**src/rtl/nora_settings.svh**
```systemverilog
//------------------------------
// Phase points assume a 6-phase CPU cycle on clk6x
// Address map follows the X16 layout with 128 RAM banks
//------------------------------
`ifndef NORA_SETTINGS_SVH
`define NORA_SETTINGS_SVH

// CPU cycle in clk6x ticks and the strobe phases inside it
`define CPU_CYCLE_LEN       6
`define PHI2_RISE_PHASE     3           // phi2 high from here to cycle end
`define LATCH_AD_PHASE      1
`define SETUP_CS_PHASE      2
`define RELEASE_WR_PHASE    5
`define RELEASE_CS_PHASE    0

// IO page and register groups inside it
`define IO_PAGE             8'h9F
`define VIA_GROUP           4'h0        // 9F00..9F0F
`define VERA_GROUP_LO       4'h2        // 9F20..
`define VERA_GROUP_HI       4'h3        // ..9F3F

// Banked RAM window and high address forming
`define BANK_WIN_TOP3       3'b101      // A000..BFFF
`define RAMBANK_MASK        8'h7F       // Only 128 banks usable
`define LOWMEM_MAH_TOP      5'b11111    // Low RAM sits at the top of SRAM

// VIA register indices
`define VIA_REG_ORB         4'd0
`define VIA_REG_ORA         4'd1
`define VIA_REG_DDRB        4'd2
`define VIA_REG_DDRA        4'd3

`define UNMAPPED_READ       8'hFF       // Open bus value

`endif

```
**src/rtl/nora_pkg.sv**
```systemverilog
//------------------------------
// Types shared by the bus glue
//------------------------------
package nora_pkg;

    // Address as it arrives on the CPU pins
    typedef struct packed {
        logic [3:0]  ca;        // A15..A12 from CA
        logic [11:0] mal;       // A11..A0 from MAL
    } cpu_addr_pins_t;

    // Same address seen by the decoder
    typedef struct packed {
        logic [7:0] page;       // A15..A8
        logic [3:0] grp;        // A7..A4, 16-byte register group
        logic [3:0] idx;        // A3..A0, register in group
    } cpu_addr_map_t;

    // Latched CPU address
    typedef union packed {
        cpu_addr_pins_t pins;
        cpu_addr_map_t  map;
    } cpu_addr_u;

endpackage

```
**src/rtl/nora_if.sv**
```systemverilog
//------------------------------
// Plain levels and pulses only
// No handshake on either bus
//------------------------------
`timescale 1ns/1ns

// Phase strobes from the phaser
interface phase_if;
    logic phi2;             // CPU clock
    logic latch_ad;         // Register address and rwn
    logic setup_cs;         // Open the access
    logic release_wr;       // End of write data window
    logic release_cs;       // Close the access

    modport src
    (
        output phi2,
        output latch_ad,
        output setup_cs,
        output release_wr,
        output release_cs
    );

    modport snk
    (
        input phi2,
        input latch_ad,
        input setup_cs,
        input release_wr,
        input release_cs
    );
endinterface

// Internal register bus
interface nora_slv_if;
    logic [3:0] idx;        // Register index, A3..A0
    logic [7:0] wdata;      // Good only with wvalid
    logic       wvalid;     // One clk6x pulse at release_wr
    logic       req;        // Held for the whole access
    logic       rwn;        // 1 = read
    logic [7:0] rdata;      // Combinational from idx

    modport master
    (
        output idx,
        output wdata,
        output wvalid,
        output req,
        output rwn,
        input  rdata
    );

    modport slave
    (
        input  idx,
        input  wdata,
        input  wvalid,
        input  req,
        input  rwn,
        output rdata
    );
endinterface

```
**src/rtl/cpu_phaser.sv**
```systemverilog
//------------------------------
// Free running and never stopped
// Strobes are one clk6x wide
//------------------------------
`timescale 1ns/1ns
`include "nora_settings.svh"

module cpu_phaser
(
    input  logic    clk6x,
    input  logic    rst_i,
    phase_if.src    ph
);
    localparam int PW = $clog2(`CPU_CYCLE_LEN);

    // Phase points at counter width
    localparam logic [PW-1:0] LAST_PH    = PW'(`CPU_CYCLE_LEN - 1);
    localparam logic [PW-1:0] PHI2_PH    = PW'(`PHI2_RISE_PHASE);
    localparam logic [PW-1:0] LATCH_PH   = PW'(`LATCH_AD_PHASE);
    localparam logic [PW-1:0] SETUP_PH   = PW'(`SETUP_CS_PHASE);
    localparam logic [PW-1:0] REL_WR_PH  = PW'(`RELEASE_WR_PHASE);
    localparam logic [PW-1:0] REL_CS_PH  = PW'(`RELEASE_CS_PHASE);

    logic [PW-1:0] phase_r;
    logic [PW-1:0] phase_nx;
    logic          phi2_r;
    logic          first_r;     // Still in the first cycle after reset

    // Modulo count
    always_comb
    begin
        if (phase_r == LAST_PH)
            phase_nx = '0;
        else
            phase_nx = phase_r + 1'b1;
    end

    always_ff @(posedge clk6x)
    begin
        if (rst_i)
        begin
            phase_r <= '0;
            phi2_r  <= 1'b0;
            first_r <= 1'b1;
        end
        else
        begin
            phase_r <= phase_nx;
            phi2_r  <= (phase_nx >= PHI2_PH);   // Registered so the CPU clock is clean
            if (phase_r == REL_CS_PH)
                first_r <= 1'b0;
        end
    end

    assign ph.phi2       = phi2_r;
    assign ph.latch_ad   = (phase_r == LATCH_PH);
    assign ph.setup_cs   = (phase_r == SETUP_PH);
    assign ph.release_wr = (phase_r == REL_WR_PH);

    // No access is open yet in the first phase 0
    assign ph.release_cs = (phase_r == REL_CS_PH) && !first_r;

endmodule

```
**src/rtl/bus_controller.sv**
```systemverilog
//------------------------------
// One access per CPU cycle with no wait states
// CPU owns MAL, only A20..A12 come from here
//------------------------------
`timescale 1ns/1ns
`include "nora_settings.svh"

module bus_controller
    import nora_pkg::*;
(
    input  logic        clk6x,
    input  logic        rst_i,
    phase_if.snk        ph,
    nora_slv_if.master  slv,
    // CPU side
    input  logic [3:0]  ca_i,       // A15..A12
    input  logic [11:0] mal_i,      // A11..A0, shared with SRAM
    input  logic        crwn_i,
    input  logic [7:0]  cd_i,
    output logic [7:0]  cd_o,
    output logic        cd_oe_o,
    // Memory side
    input  logic [7:0]  md_i,
    output logic [7:0]  md_o,
    output logic        md_oe_o,
    output logic [8:0]  mah_o,      // A20..A12
    output logic        m1csn_o,
    output logic        mrdn_o,
    output logic        mwrn_o,
    output logic        vcs0n_o
);
    cpu_addr_u  addr_r;
    logic       rwn_r;
    logic       acc_active_r;       // Between setup_cs and release_cs
    logic       m1csn_r;
    logic       vcs0n_r;
    logic       mrdn_r;
    logic       mwrn_r;
    logic [7:0] bank_r;             // RAM bank at 0000
    logic [8:0] mah_r;
    logic       is_io;
    logic       sel_via;
    logic       sel_vera;
    logic       sel_bank;
    logic       sel_sram;
    logic       sel_ext;            // Device outside the FPGA

    // Address capture
    always_ff @(posedge clk6x)
    begin
        if (ph.latch_ad)
        begin
            addr_r.pins.ca  <= ca_i;
            addr_r.pins.mal <= mal_i;
        end
    end

    always_ff @(posedge clk6x)
    begin
        if (rst_i)
            rwn_r <= 1'b1;
        else if (ph.latch_ad)
            rwn_r <= crwn_i;
    end

    // Decode on the map view
    always_comb
    begin
        is_io    = (addr_r.map.page == `IO_PAGE);
        sel_via  = is_io && (addr_r.map.grp == `VIA_GROUP);
        sel_vera = is_io && (addr_r.map.grp >= `VERA_GROUP_LO)
                         && (addr_r.map.grp <= `VERA_GROUP_HI);
        sel_bank = (addr_r.pins == 16'h0000);   // Bank register
        sel_sram = !is_io && !sel_bank;
        sel_ext  = sel_sram || sel_vera;
    end

    // Selects and strobes
    always_ff @(posedge clk6x)
    begin
        if (rst_i)
        begin
            acc_active_r <= 1'b0;
            m1csn_r      <= 1'b1;
            vcs0n_r      <= 1'b1;
            mrdn_r       <= 1'b1;
            mwrn_r       <= 1'b1;
        end
        else
        begin
            if (ph.setup_cs)
            begin
                acc_active_r <= 1'b1;
                m1csn_r      <= !sel_sram;
                vcs0n_r      <= !sel_vera;
                mrdn_r       <= !(sel_ext && rwn_r);
                mwrn_r       <= !(sel_ext && !rwn_r);
            end
            else if (ph.release_cs)
            begin
                acc_active_r <= 1'b0;
                m1csn_r      <= 1'b1;
                vcs0n_r      <= 1'b1;
                mrdn_r       <= 1'b1;
            end
            if (ph.release_wr)
                mwrn_r <= 1'b1;     // Ends before CS for data hold
        end
    end

    // Bank register write
    always_ff @(posedge clk6x)
    begin
        if (rst_i)
            bank_r <= 8'h00;
        else if (ph.release_wr && acc_active_r && sel_bank && !rwn_r)
            bank_r <= cd_i & `RAMBANK_MASK;
    end

    // High address, kept as is outside SRAM
    always_ff @(posedge clk6x)
    begin
        if (ph.setup_cs && sel_sram)
        begin
            if (addr_r.map.page[7:5] == `BANK_WIN_TOP3)
                mah_r <= {bank_r, addr_r.map.page[4]};      // Bank window
            else
                mah_r <= {`LOWMEM_MAH_TOP, addr_r.map.page[7:4]};
        end
    end

    // Read data back to the CPU
    always_comb
    begin
        if (sel_bank)
            cd_o = bank_r;
        else if (sel_ext)
            cd_o = md_i;            // SRAM or VERA
        else if (sel_via)
            cd_o = slv.rdata;
        else
            cd_o = `UNMAPPED_READ;
    end

    assign cd_oe_o = ph.phi2 && rwn_r;      // Drive CD in phi2 high on reads
    assign md_o    = cd_i;
    assign md_oe_o = acc_active_r && !rwn_r;

    // Register bus toward the VIA
    assign slv.idx    = addr_r.map.idx;
    assign slv.wdata  = cd_i;
    assign slv.rwn    = rwn_r;
    assign slv.req    = acc_active_r && sel_via;
    assign slv.wvalid = ph.release_wr && slv.req && !rwn_r;

    assign mah_o   = mah_r;
    assign m1csn_o = m1csn_r;
    assign vcs0n_o = vcs0n_r;
    assign mrdn_o  = mrdn_r;
    assign mwrn_o  = mwrn_r;

endmodule

```
**src/rtl/simple_via.sv**
```systemverilog
//------------------------------
// GPIO only with no timers, shift register or IRQ
//------------------------------
`timescale 1ns/1ns
`include "nora_settings.svh"

module simple_via
(
    input  logic        clk6x,
    input  logic        rst_i,
    nora_slv_if.slave   slv,
    input  logic [7:0]  ira_i,      // Pin levels port A
    input  logic [7:0]  irb_i,      // Pin levels port B
    output logic [7:0]  ora_o,
    output logic [7:0]  orb_o,
    output logic [7:0]  ddra_o,     // 1 = output
    output logic [7:0]  ddrb_o
);
    logic [7:0] ora_r;
    logic [7:0] orb_r;
    logic [7:0] ddra_r;
    logic [7:0] ddrb_r;
    logic       wr_en;

    assign wr_en = slv.req && slv.wvalid && !slv.rwn;

    // Register writes
    always_ff @(posedge clk6x)
    begin
        if (rst_i)
        begin
            ora_r  <= 8'h00;
            orb_r  <= 8'h00;
            ddra_r <= 8'h00;        // All pins input after reset
            ddrb_r <= 8'h00;
        end
        else if (wr_en)
        begin
            case (slv.idx)
                `VIA_REG_ORB:  orb_r  <= slv.wdata;
                `VIA_REG_ORA:  ora_r  <= slv.wdata;
                `VIA_REG_DDRB: ddrb_r <= slv.wdata;
                `VIA_REG_DDRA: ddra_r <= slv.wdata;
                default:       ;    // Other registers not present
            endcase
        end
    end

    // Read mux
    always_comb
    begin
        case (slv.idx)
            // Output bits from the register, input bits from the pins
            `VIA_REG_ORB:  slv.rdata = (orb_r & ddrb_r) | (irb_i & ~ddrb_r);
            `VIA_REG_ORA:  slv.rdata = (ora_r & ddra_r) | (ira_i & ~ddra_r);
            `VIA_REG_DDRB: slv.rdata = ddrb_r;
            `VIA_REG_DDRA: slv.rdata = ddra_r;
            default:       slv.rdata = 8'h00;
        endcase
    end

    assign ora_o  = ora_r;
    assign orb_o  = orb_r;
    assign ddra_o = ddra_r;
    assign ddrb_o = ddrb_r;

endmodule

```
**src/rtl/nora_top.sv**
```systemverilog
//------------------------------
// Board wrapper owns the tri-states and makes clk6x and rst_i
// SDA is input only
//------------------------------
`timescale 1ns/1ns

module nora_top
(
    input  logic        clk6x,
    input  logic        rst_i,
    // CPU bus
    input  logic [3:0]  ca_i,
    input  logic [11:0] mal_i,
    input  logic        crwn_i,
    input  logic [7:0]  cd_i,
    output logic [7:0]  cd_o,
    output logic        cd_oe_o,
    output logic        cphi2_o,
    // Memory bus
    input  logic [7:0]  md_i,
    output logic [7:0]  md_o,
    output logic        md_oe_o,
    output logic [8:0]  mah_o,
    output logic        m1csn_o,
    output logic        mrdn_o,
    output logic        mwrn_o,
    output logic        vcs0n_o,
    // NES pad
    input  logic        nes_data0_i,
    input  logic        nes_data1_i,
    output logic        nes_latch_o,
    output logic        nes_clock_o,
    // I2C
    input  logic        i2c_scl_i,
    output logic        i2c_scl_o,
    output logic        i2c_scl_oe_o,
    input  logic        i2c_sda_i,
    // LEDs
    output logic        cpuled0_o,
    output logic        cpuled1_o
);
    logic [7:0] via_ora;
    logic [7:0] via_orb;
    logic [7:0] via_ira;
    logic [7:0] via_irb;
    logic [7:0] via_ddra;
    logic [7:0] via_ddrb;

    phase_if    ph ();
    nora_slv_if slv ();

    cpu_phaser u_phaser
    (
        .clk6x (clk6x),
        .rst_i (rst_i),
        .ph    (ph)
    );

    bus_controller u_busctrl
    (
        .clk6x   (clk6x),
        .rst_i   (rst_i),
        .ph      (ph),
        .slv     (slv),
        .ca_i    (ca_i),
        .mal_i   (mal_i),
        .crwn_i  (crwn_i),
        .cd_i    (cd_i),
        .cd_o    (cd_o),
        .cd_oe_o (cd_oe_o),
        .md_i    (md_i),
        .md_o    (md_o),
        .md_oe_o (md_oe_o),
        .mah_o   (mah_o),
        .m1csn_o (m1csn_o),
        .mrdn_o  (mrdn_o),
        .mwrn_o  (mwrn_o),
        .vcs0n_o (vcs0n_o)
    );

    simple_via u_via
    (
        .clk6x  (clk6x),
        .rst_i  (rst_i),
        .slv    (slv),
        .ira_i  (via_ira),
        .irb_i  (via_irb),
        .ora_o  (via_ora),
        .orb_o  (via_orb),
        .ddra_o (via_ddra),
        .ddrb_o (via_ddrb)
    );

    assign cphi2_o = ph.phi2;

    // Pad strobes are inverted and idle high
    assign nes_clock_o  = via_ddra[3] ? ~via_ora[3] : 1'b1;
    assign nes_latch_o  = via_ddra[2] ? ~via_ora[2] : 1'b1;
    assign i2c_scl_o    = via_ora[1];
    assign i2c_scl_oe_o = via_ddra[1];          // Released when input
    assign cpuled0_o    = via_ddrb[0] ? via_orb[0] : 1'b1;
    assign cpuled1_o    = via_ddrb[1] ? via_orb[1] : 1'b1;

    // Port inputs read back pin state
    assign via_ira = {nes_data0_i, nes_data1_i, 2'b11, ~nes_clock_o, ~nes_latch_o,
                      i2c_scl_i, i2c_sda_i};
    assign via_irb = {6'b110000, cpuled1_o, cpuled0_o};

endmodule

```
**config.mk**
```make
export PLATFORM = sky130hd
export DESIGN_NAME = nora_top
export DESIGN_NICKNAME = d
export VERILOG_FILES = /design/src/rtl/nora_pkg.sv /design/src/rtl/nora_if.sv /design/src/rtl/cpu_phaser.sv /design/src/rtl/bus_controller.sv /design/src/rtl/simple_via.sv /design/src/rtl/nora_top.sv
export VERILOG_INCLUDE_DIRS = /design/src /design/src/rtl
export SDC_FILE = /design/constraint.sdc
export NUM_CORES = 1
export LEC_CHECK = 0
export ABC_CLOCK_PERIOD_IN_PS = 2300
export BUFFER_PORTS_ARGS = -buffer_cell sky130_fd_sc_hd__buf_2
export CORE_ASPECT_RATIO = 0.7
export CORE_MARGIN = 3
export CORE_UTILIZATION = 57
export CTS_BUF_LIST = sky130_fd_sc_hd__clkbuf_2
export CTS_CLUSTER_DIAMETER = 120
export CTS_CLUSTER_SIZE = 25
export DETAILED_ROUTE_END_ITERATION = 6
export PLACE_DENSITY = 0.91
export SYNTH_ARGS = -nofsm -noshare
export SYNTH_HDL_FRONTEND = slang
export SYNTH_HIERARCHICAL = 1
export SYNTH_SLANG_ARGS = --single-unit
```
**constraint.sdc**
```tcl
create_clock -name clk6x -period 2.3 [get_ports clk6x]
set_input_delay 0.23 -clock clk6x [delete_from_list [all_inputs] [get_ports clk6x]]
set_output_delay 0.23 -clock clk6x [all_outputs]
set_load 0.05 [all_outputs]
```
# == After elaboration in Yosys (flattened, before gate mapping) ==
# Index checks and enable logic that the tools add are counted.
# op_classes
n_addsub,1
magnitude_cmp,3
n_eq_ne,8
n_mux,16
n_bitwise,12
reduce_logical,37
# op_table
operator,n
AND 8 bit,4
case mux 8 bit (4 select lines),1
two-way mux 8 bit,3
logical AND 1 bit,18
logical NOT 16 bit,1
inverter 8 bit,2
OR 8 bit,2
two-way mux 1 bit,10
"equality test 4 x 2 -> 1 bit, second input constant",2
"equality test 8 bit, second input constant",1
logical NOT 1 bit,8
logical NOT 4 bit,2
AND reduction 2 bit,4
"equality test 3 bit, second input constant",2
"equality test 4 x 1 -> 1 bit, second input constant",1
"greater-or-equal comparator 4 x 2 -> 1 bit, second input constant",1
"<= comparator 4 x 2 -> 1 bit, second input constant",1
two-way mux 4 bit,1
inverter 1 bit,4
"adder 3 x 1 -> 3 bit, second input constant",1
"equality test 3 x 1 -> 1 bit, second input constant",1
"equality test 3 x 2 -> 1 bit, second input constant",1
"greater-or-equal comparator 3 x 2 -> 1 bit, second input constant",1
logical NOT 3 bit,1
4 further kinds,4
# totals
register_bits,75
output_inout_bits,38
word_cells,94

# == Depth between registers and ports, before layout ==
# depth
depth_word,9
mapped_depth,8
mapped_depth_nobuf,7

# == Modules after synthesis ==
# Netlist, hierarchy kept.
# modules_own_cells
mod,instances,cells_per_inst,area_each_um2,seq_area_each_um2
bus_controller,1,156,1905.6,1011.0
simple_via,1,173,1702.9,640.6
cpu_phaser,1,21,187.7,100.1
nora_top,1,8,40.0,0.0

# == Worst setup path before layout ==
# OpenSTA, ideal clock, no wires.
# synth_timing
path_kind,reg-to-output
from,register u_busctrl/addr_r[0] (netlist name)
to,output port cd_o[0]
t_arrival_ns,2.365
slack_ns,-0.295
stages_incl_launch_ff,8
cell_sequence,edfxtp_1 > buf_4 > or4_1 > clkbuf_1 > buf_2 > o221ai_1 > o22ai_1 > o21ai_1
# synth_via
elab_cells_between_ends,12
classes_between,eq/ne (3); mux (4); reduce/logical (5)
# synth_lines
item,line_no,text
from (decl),bus_controller.sv:32,cpu_addr_u addr_r;
"equality test 4 x 2 -> 1 bit, or another cell as far along",simple_via.sv:52,case (slv.idx)
case mux 8 bit (4 select lines) *,simple_via.sv:52,
net slv.rdata[0],nora_if.sv:41,logic [7:0] rdata;
two-way mux 8 bit *,bus_controller.sv:139,else if (sel_via)
two-way mux 8 bit *,bus_controller.sv:137,else if (sel_ext)
two-way mux 8 bit *,bus_controller.sv:135,if (sel_bank)
to (decl),nora_top.sv:16,"output logic [7:0] cd_o,"
# The timed path passes the listed nets; every way through them passes the cells marked *.

# == Worst setup path in the final report ==
# layout_timing
from,register u_busctrl/addr_r[1] (netlist name)
to,output port cd_o[6]
# The elaborated chain is that of the path after synthesis.

==> results_dict.tcl <==
set metrics [dict create \
    synth_area_leaders "dfxtp_1, edfxtp_1, mux2i_1" \
    die_w_um 104 \
    rsz0062_at_grt "yes" \
    dp_hpwl_mm 6.50 \
    clkSlewWorstSetupHoldPaths_ns 0.19 \
    areaGrowthSynthToFinish_pct 27.5 \
    worst_path_largest_cell_delay_ns 0.58 \
    grt_pass1_wl_mm 16.0 \
    io_buffer_count 76 \
    start_kind "flip-flop" \
    ys_seq_area_share_pct 45.7 \
    finalCritPeriodShare_pct 114 \
    clock_latency_ns 0.52 \
    final.min_clock_period_ns 2.63 \
    synth-async-reset-ratio_pct 0 \
    ir_drop_mv 0.436 \
    grt_pass1_vias 3213 \
    avgRoutedWirePerCell_um 19.1 \
    cp_max_fo 13 \
    worst_path_max_delay_cell "or4_4" \
    core_area_mm2 0.00637 \
    synth_seq_cells 75 \
    grt_remaining_overflow 0 \
    track_usage_pct 26.2 \
    cap_violations 0 \
    nNetsFinal 498 \
    crit_arrival_ns 2.40 \
    ant_nets 0 \
    drv_slew 0 \
    cts_sinks 75 \
    failed_checks "setup timing" \
    grt_start_max_net_pins 49 \
    p_per_area_mw_per_mm2 550 \
    routed_wl_mm 10.6 \
    numCtsBuffers 9 \
    path_class "reg2out" \
    worstPathCellList "or4_4 -> buf_12 -> o221ai_2 -> o32a_1 -> o21a_2 -> buf_8" \
    worst_pin_slew_ns 0.771 \
    setup_violations 8 \
    ys_types 57 \
    yosys_warnings 6 \
    status "finished with violations" \
    syn_area_mm2 0.00384 \
    worst_setup_path_end_kind "output pin" \
    die_area_mm2 0.00777 \
    synth_top_flop_cell "dfxtp_1" \
    rows 24 \
    yosys.area.top_type "dfxtp_1" \
    synth_top_area_share_pct 26.1 \
    hold_path.class "in2reg" \
    relSlewSlack_pct 48.1 \
    cts_tree "built" \
    layout-drive-gt1-share_pct 35.3 \
    start_util_pct 60.3 \
    detail_route.first_pass.iterations 5 \
    fin_ws_ns -0.328 \
    vias_per_cell 5.73 \
    antenna_found_initial 0 \
    synth_cells 358 \
    cts_buffer_depth 2 \
    finalClockSkew_ns 0.0348 \
    htreeDepth 3 \
    power.leakage_uw 0.00197 \
    post-place-ws_ns 0.0903 \
    hold_violations 0 \
    ctsRootBufferMaster "clkbuf_2" \
    vias 3178 \
    worst_ep_required_time_ns 2.07 \
    max_freq_mhz 381 \
    tns_ns -2.38 \
    initialDrtViolationCount 241 \
    place_congestion 0.854 \
    io_pins 77 \
    diodes 0 \
    die_y_um 74.6 \
    route.detailed.drc 0 \
    avgSynthCellArea_um2 10.7 \
    synth-edff-count 25 \
]
-- report_power, final --
part | switching (uW) | leakage [uW] | internal [uW] | total (uW)
clock | 470 | 0.0000755 | 355 | 825
sequential | 38.0 | 0.000634 | 1410 | 1450
combinational | 243 | 0.00126 | 166 | 409
-- final cells by class --
cell class                      instances  area (um^2)
Clock buffer                            9         45.0
Clock inverter                          7         92.6
Fill cell                             388         1480
Inverter                                6         22.5
Multi-Input combinational cell        248         2020
Sequential cell                        75         1750
Tap cell                               91          114
Timing Repair Buffer                  119          846
-- routing by layer --
| layer | part of all wire, % | vias to the layer above | track usage, % | wire length (um) |
|---|---|---|---|---|
| met5 | 0 | - | 0 | 0 |
| met2 | 50 | 156 | 47.2 | 5340 |
| met3 | 7.1 | 48 | 6.60 | 750 |
| met4 | 4.2 | 0 | 12.2 | 445 |
| met1 | 38 | 1518 | 30.4 | 4070 |
| li1 | - | 1456 | - | - |
-- sequential cells by signal, indices dropped and copies added, names as in the netlist --
| name | cells |
|---|---|
| u_phaser/phase_r | 3 |
| u_via/ora_o | 8 |
| u_via/orb_o | 8 |
| u_busctrl/mwrn_o | 1 |
| u_phaser/first_r | 1 |
| u_via/ddrb_o | 8 |
| u_busctrl/m1csn_o | 1 |
| u_busctrl/addr_r | 16 |
| u_busctrl/acc_active_r | 1 |
| u_via/ddra_o | 8 |
| u_phaser/ph.phi2 | 1 |
| u_busctrl/vcs0n_o | 1 |
| u_busctrl/slv.rwn | 1 |
| u_busctrl/bank_r | 7 |
| u_busctrl/mrdn_o | 1 |
| u_busctrl/mah_o | 9 |
-- critical path: cells and delay by family (launching register included) --
kind / cells / cell delay, ns
AND/OR/NAND/NOR: 1 / 0.58
AO/OA/AOI/OAI: 3 / 0.52
flip-flops: 1 / 0.49
buffers and inverters: 2 / 0.31
-- per-stage QoR --
| stage | utilization (%) | cells | power [uW] | hold slack [ns] | instance area [um^2] |
|---|---|---|---|---|---|
| after floorplan | - | 364 | 1730 | 0.292 | 3920 |
| after global placement | 66.8 | 506 | 1800 | 0.406 | 4250 |
| after detailed placement | 66.8 | 506 | 1810 | 0.408 | 4250 |
| after CTS | 75.8 | 554 | 2670 | 0.0562 | 4830 |
| after global routing | 76.8 | 555 | 2780 | 0.0143 | 4890 |
| final | 76.8 | 555 | 2690 | 0.0756 | 4890 |
-- cell usage after synthesis, types with 4 or more instances --
| cell type | n |
|---|---|
| nand2b_1 | 52 |
| dfxtp_1 | 50 |
| mux2i_1 | 48 |
| edfxtp_1 | 25 |
| buf_4 | 21 |
| nand2_1 | 19 |
| o21ai_0 | 16 |
| nor2_1 | 13 |
| nor2b_1 | 10 |
| clkbuf_1 | 9 |
| mux2_2 | 8 |
| o221ai_1 | 8 |
| o22ai_1 | 7 |
| inv_1 | 6 |
| or3_1 | 5 |
| o21ai_1 | 4 |
-- what timing repair did --
action | in CTS | in global routing
hold buffers | 24 | 0
resized for setup | 32 | 8
gates cloned | 0 | 0
pin swaps | 1 | 3
endpoints found under the setup margin | 8 | 12
buffers inserted | 8 | 1
hold endpoints to repair | 24 | 0
-- cells by family (layout without fill, tap and decap cells) --
logic type | count (synthesis) | in the layout | share of synthesized area (%)
buf+inv | 41 | 141 | 6.75
compound gates | 51 | 51 | 8.90
flops | 75 | 75 | 45.7
simple gates | 133 | 133 | 23.6
other cells | 2 | 8 | 0.196
mux | 56 | 56 | 14.9
-- cells in the final DEF, fill, tap and decap left out, drive strengths merged, types with 2 or more instances in the layout --
cell         netlist  routed
or3b               2       2
nor2b             10      10
clkbuf             9       9
and4               2       2
nor4b              2       2
or2                2       2
o22ai              7       7
conb               2       8
and3b              2       2
nand2b            52      52
a21oi              4       4
mux2               8       8
o221ai             8       8
buf               26      95
or3                6       6
nor3b              2       2
dlygate4sd3        0      24
nand2             20      20
and2               3       3
clkinvlp           0       2
inv                6       6
nor3               3       3
clkinv             0       3
nor2              14      14
dfxtp             50      50
edfxtp            25      25
bufinv             0       2
mux2i             48      48
nand3b             2       2
o21ai             23      23
nor4               6       6
-- worst paths after layout --
kind / from / slack [ns] / cells after the start / to
min: cd_i[7] / 0.08 / 3 / u_via/ddrb_o[7]$_SDFFE_PP0P_
max reg2reg: u_busctrl/addr_r[13]$_DFFE_PP_ / 0.11 / 8 / u_via/ddrb_o[6]$_SDFFE_PP0P_
min reg2reg: u_via/ora_o[0]$_SDFFE_PP0P_ / 0.50 / 2 / u_via/ora_o[0]$_SDFFE_PP0P_
max: u_busctrl/addr_r[1]$_DFFE_PP_ / -0.33 / 6 / cd_o[6]
No activity file was read; power rests on OpenSTA's default activity.
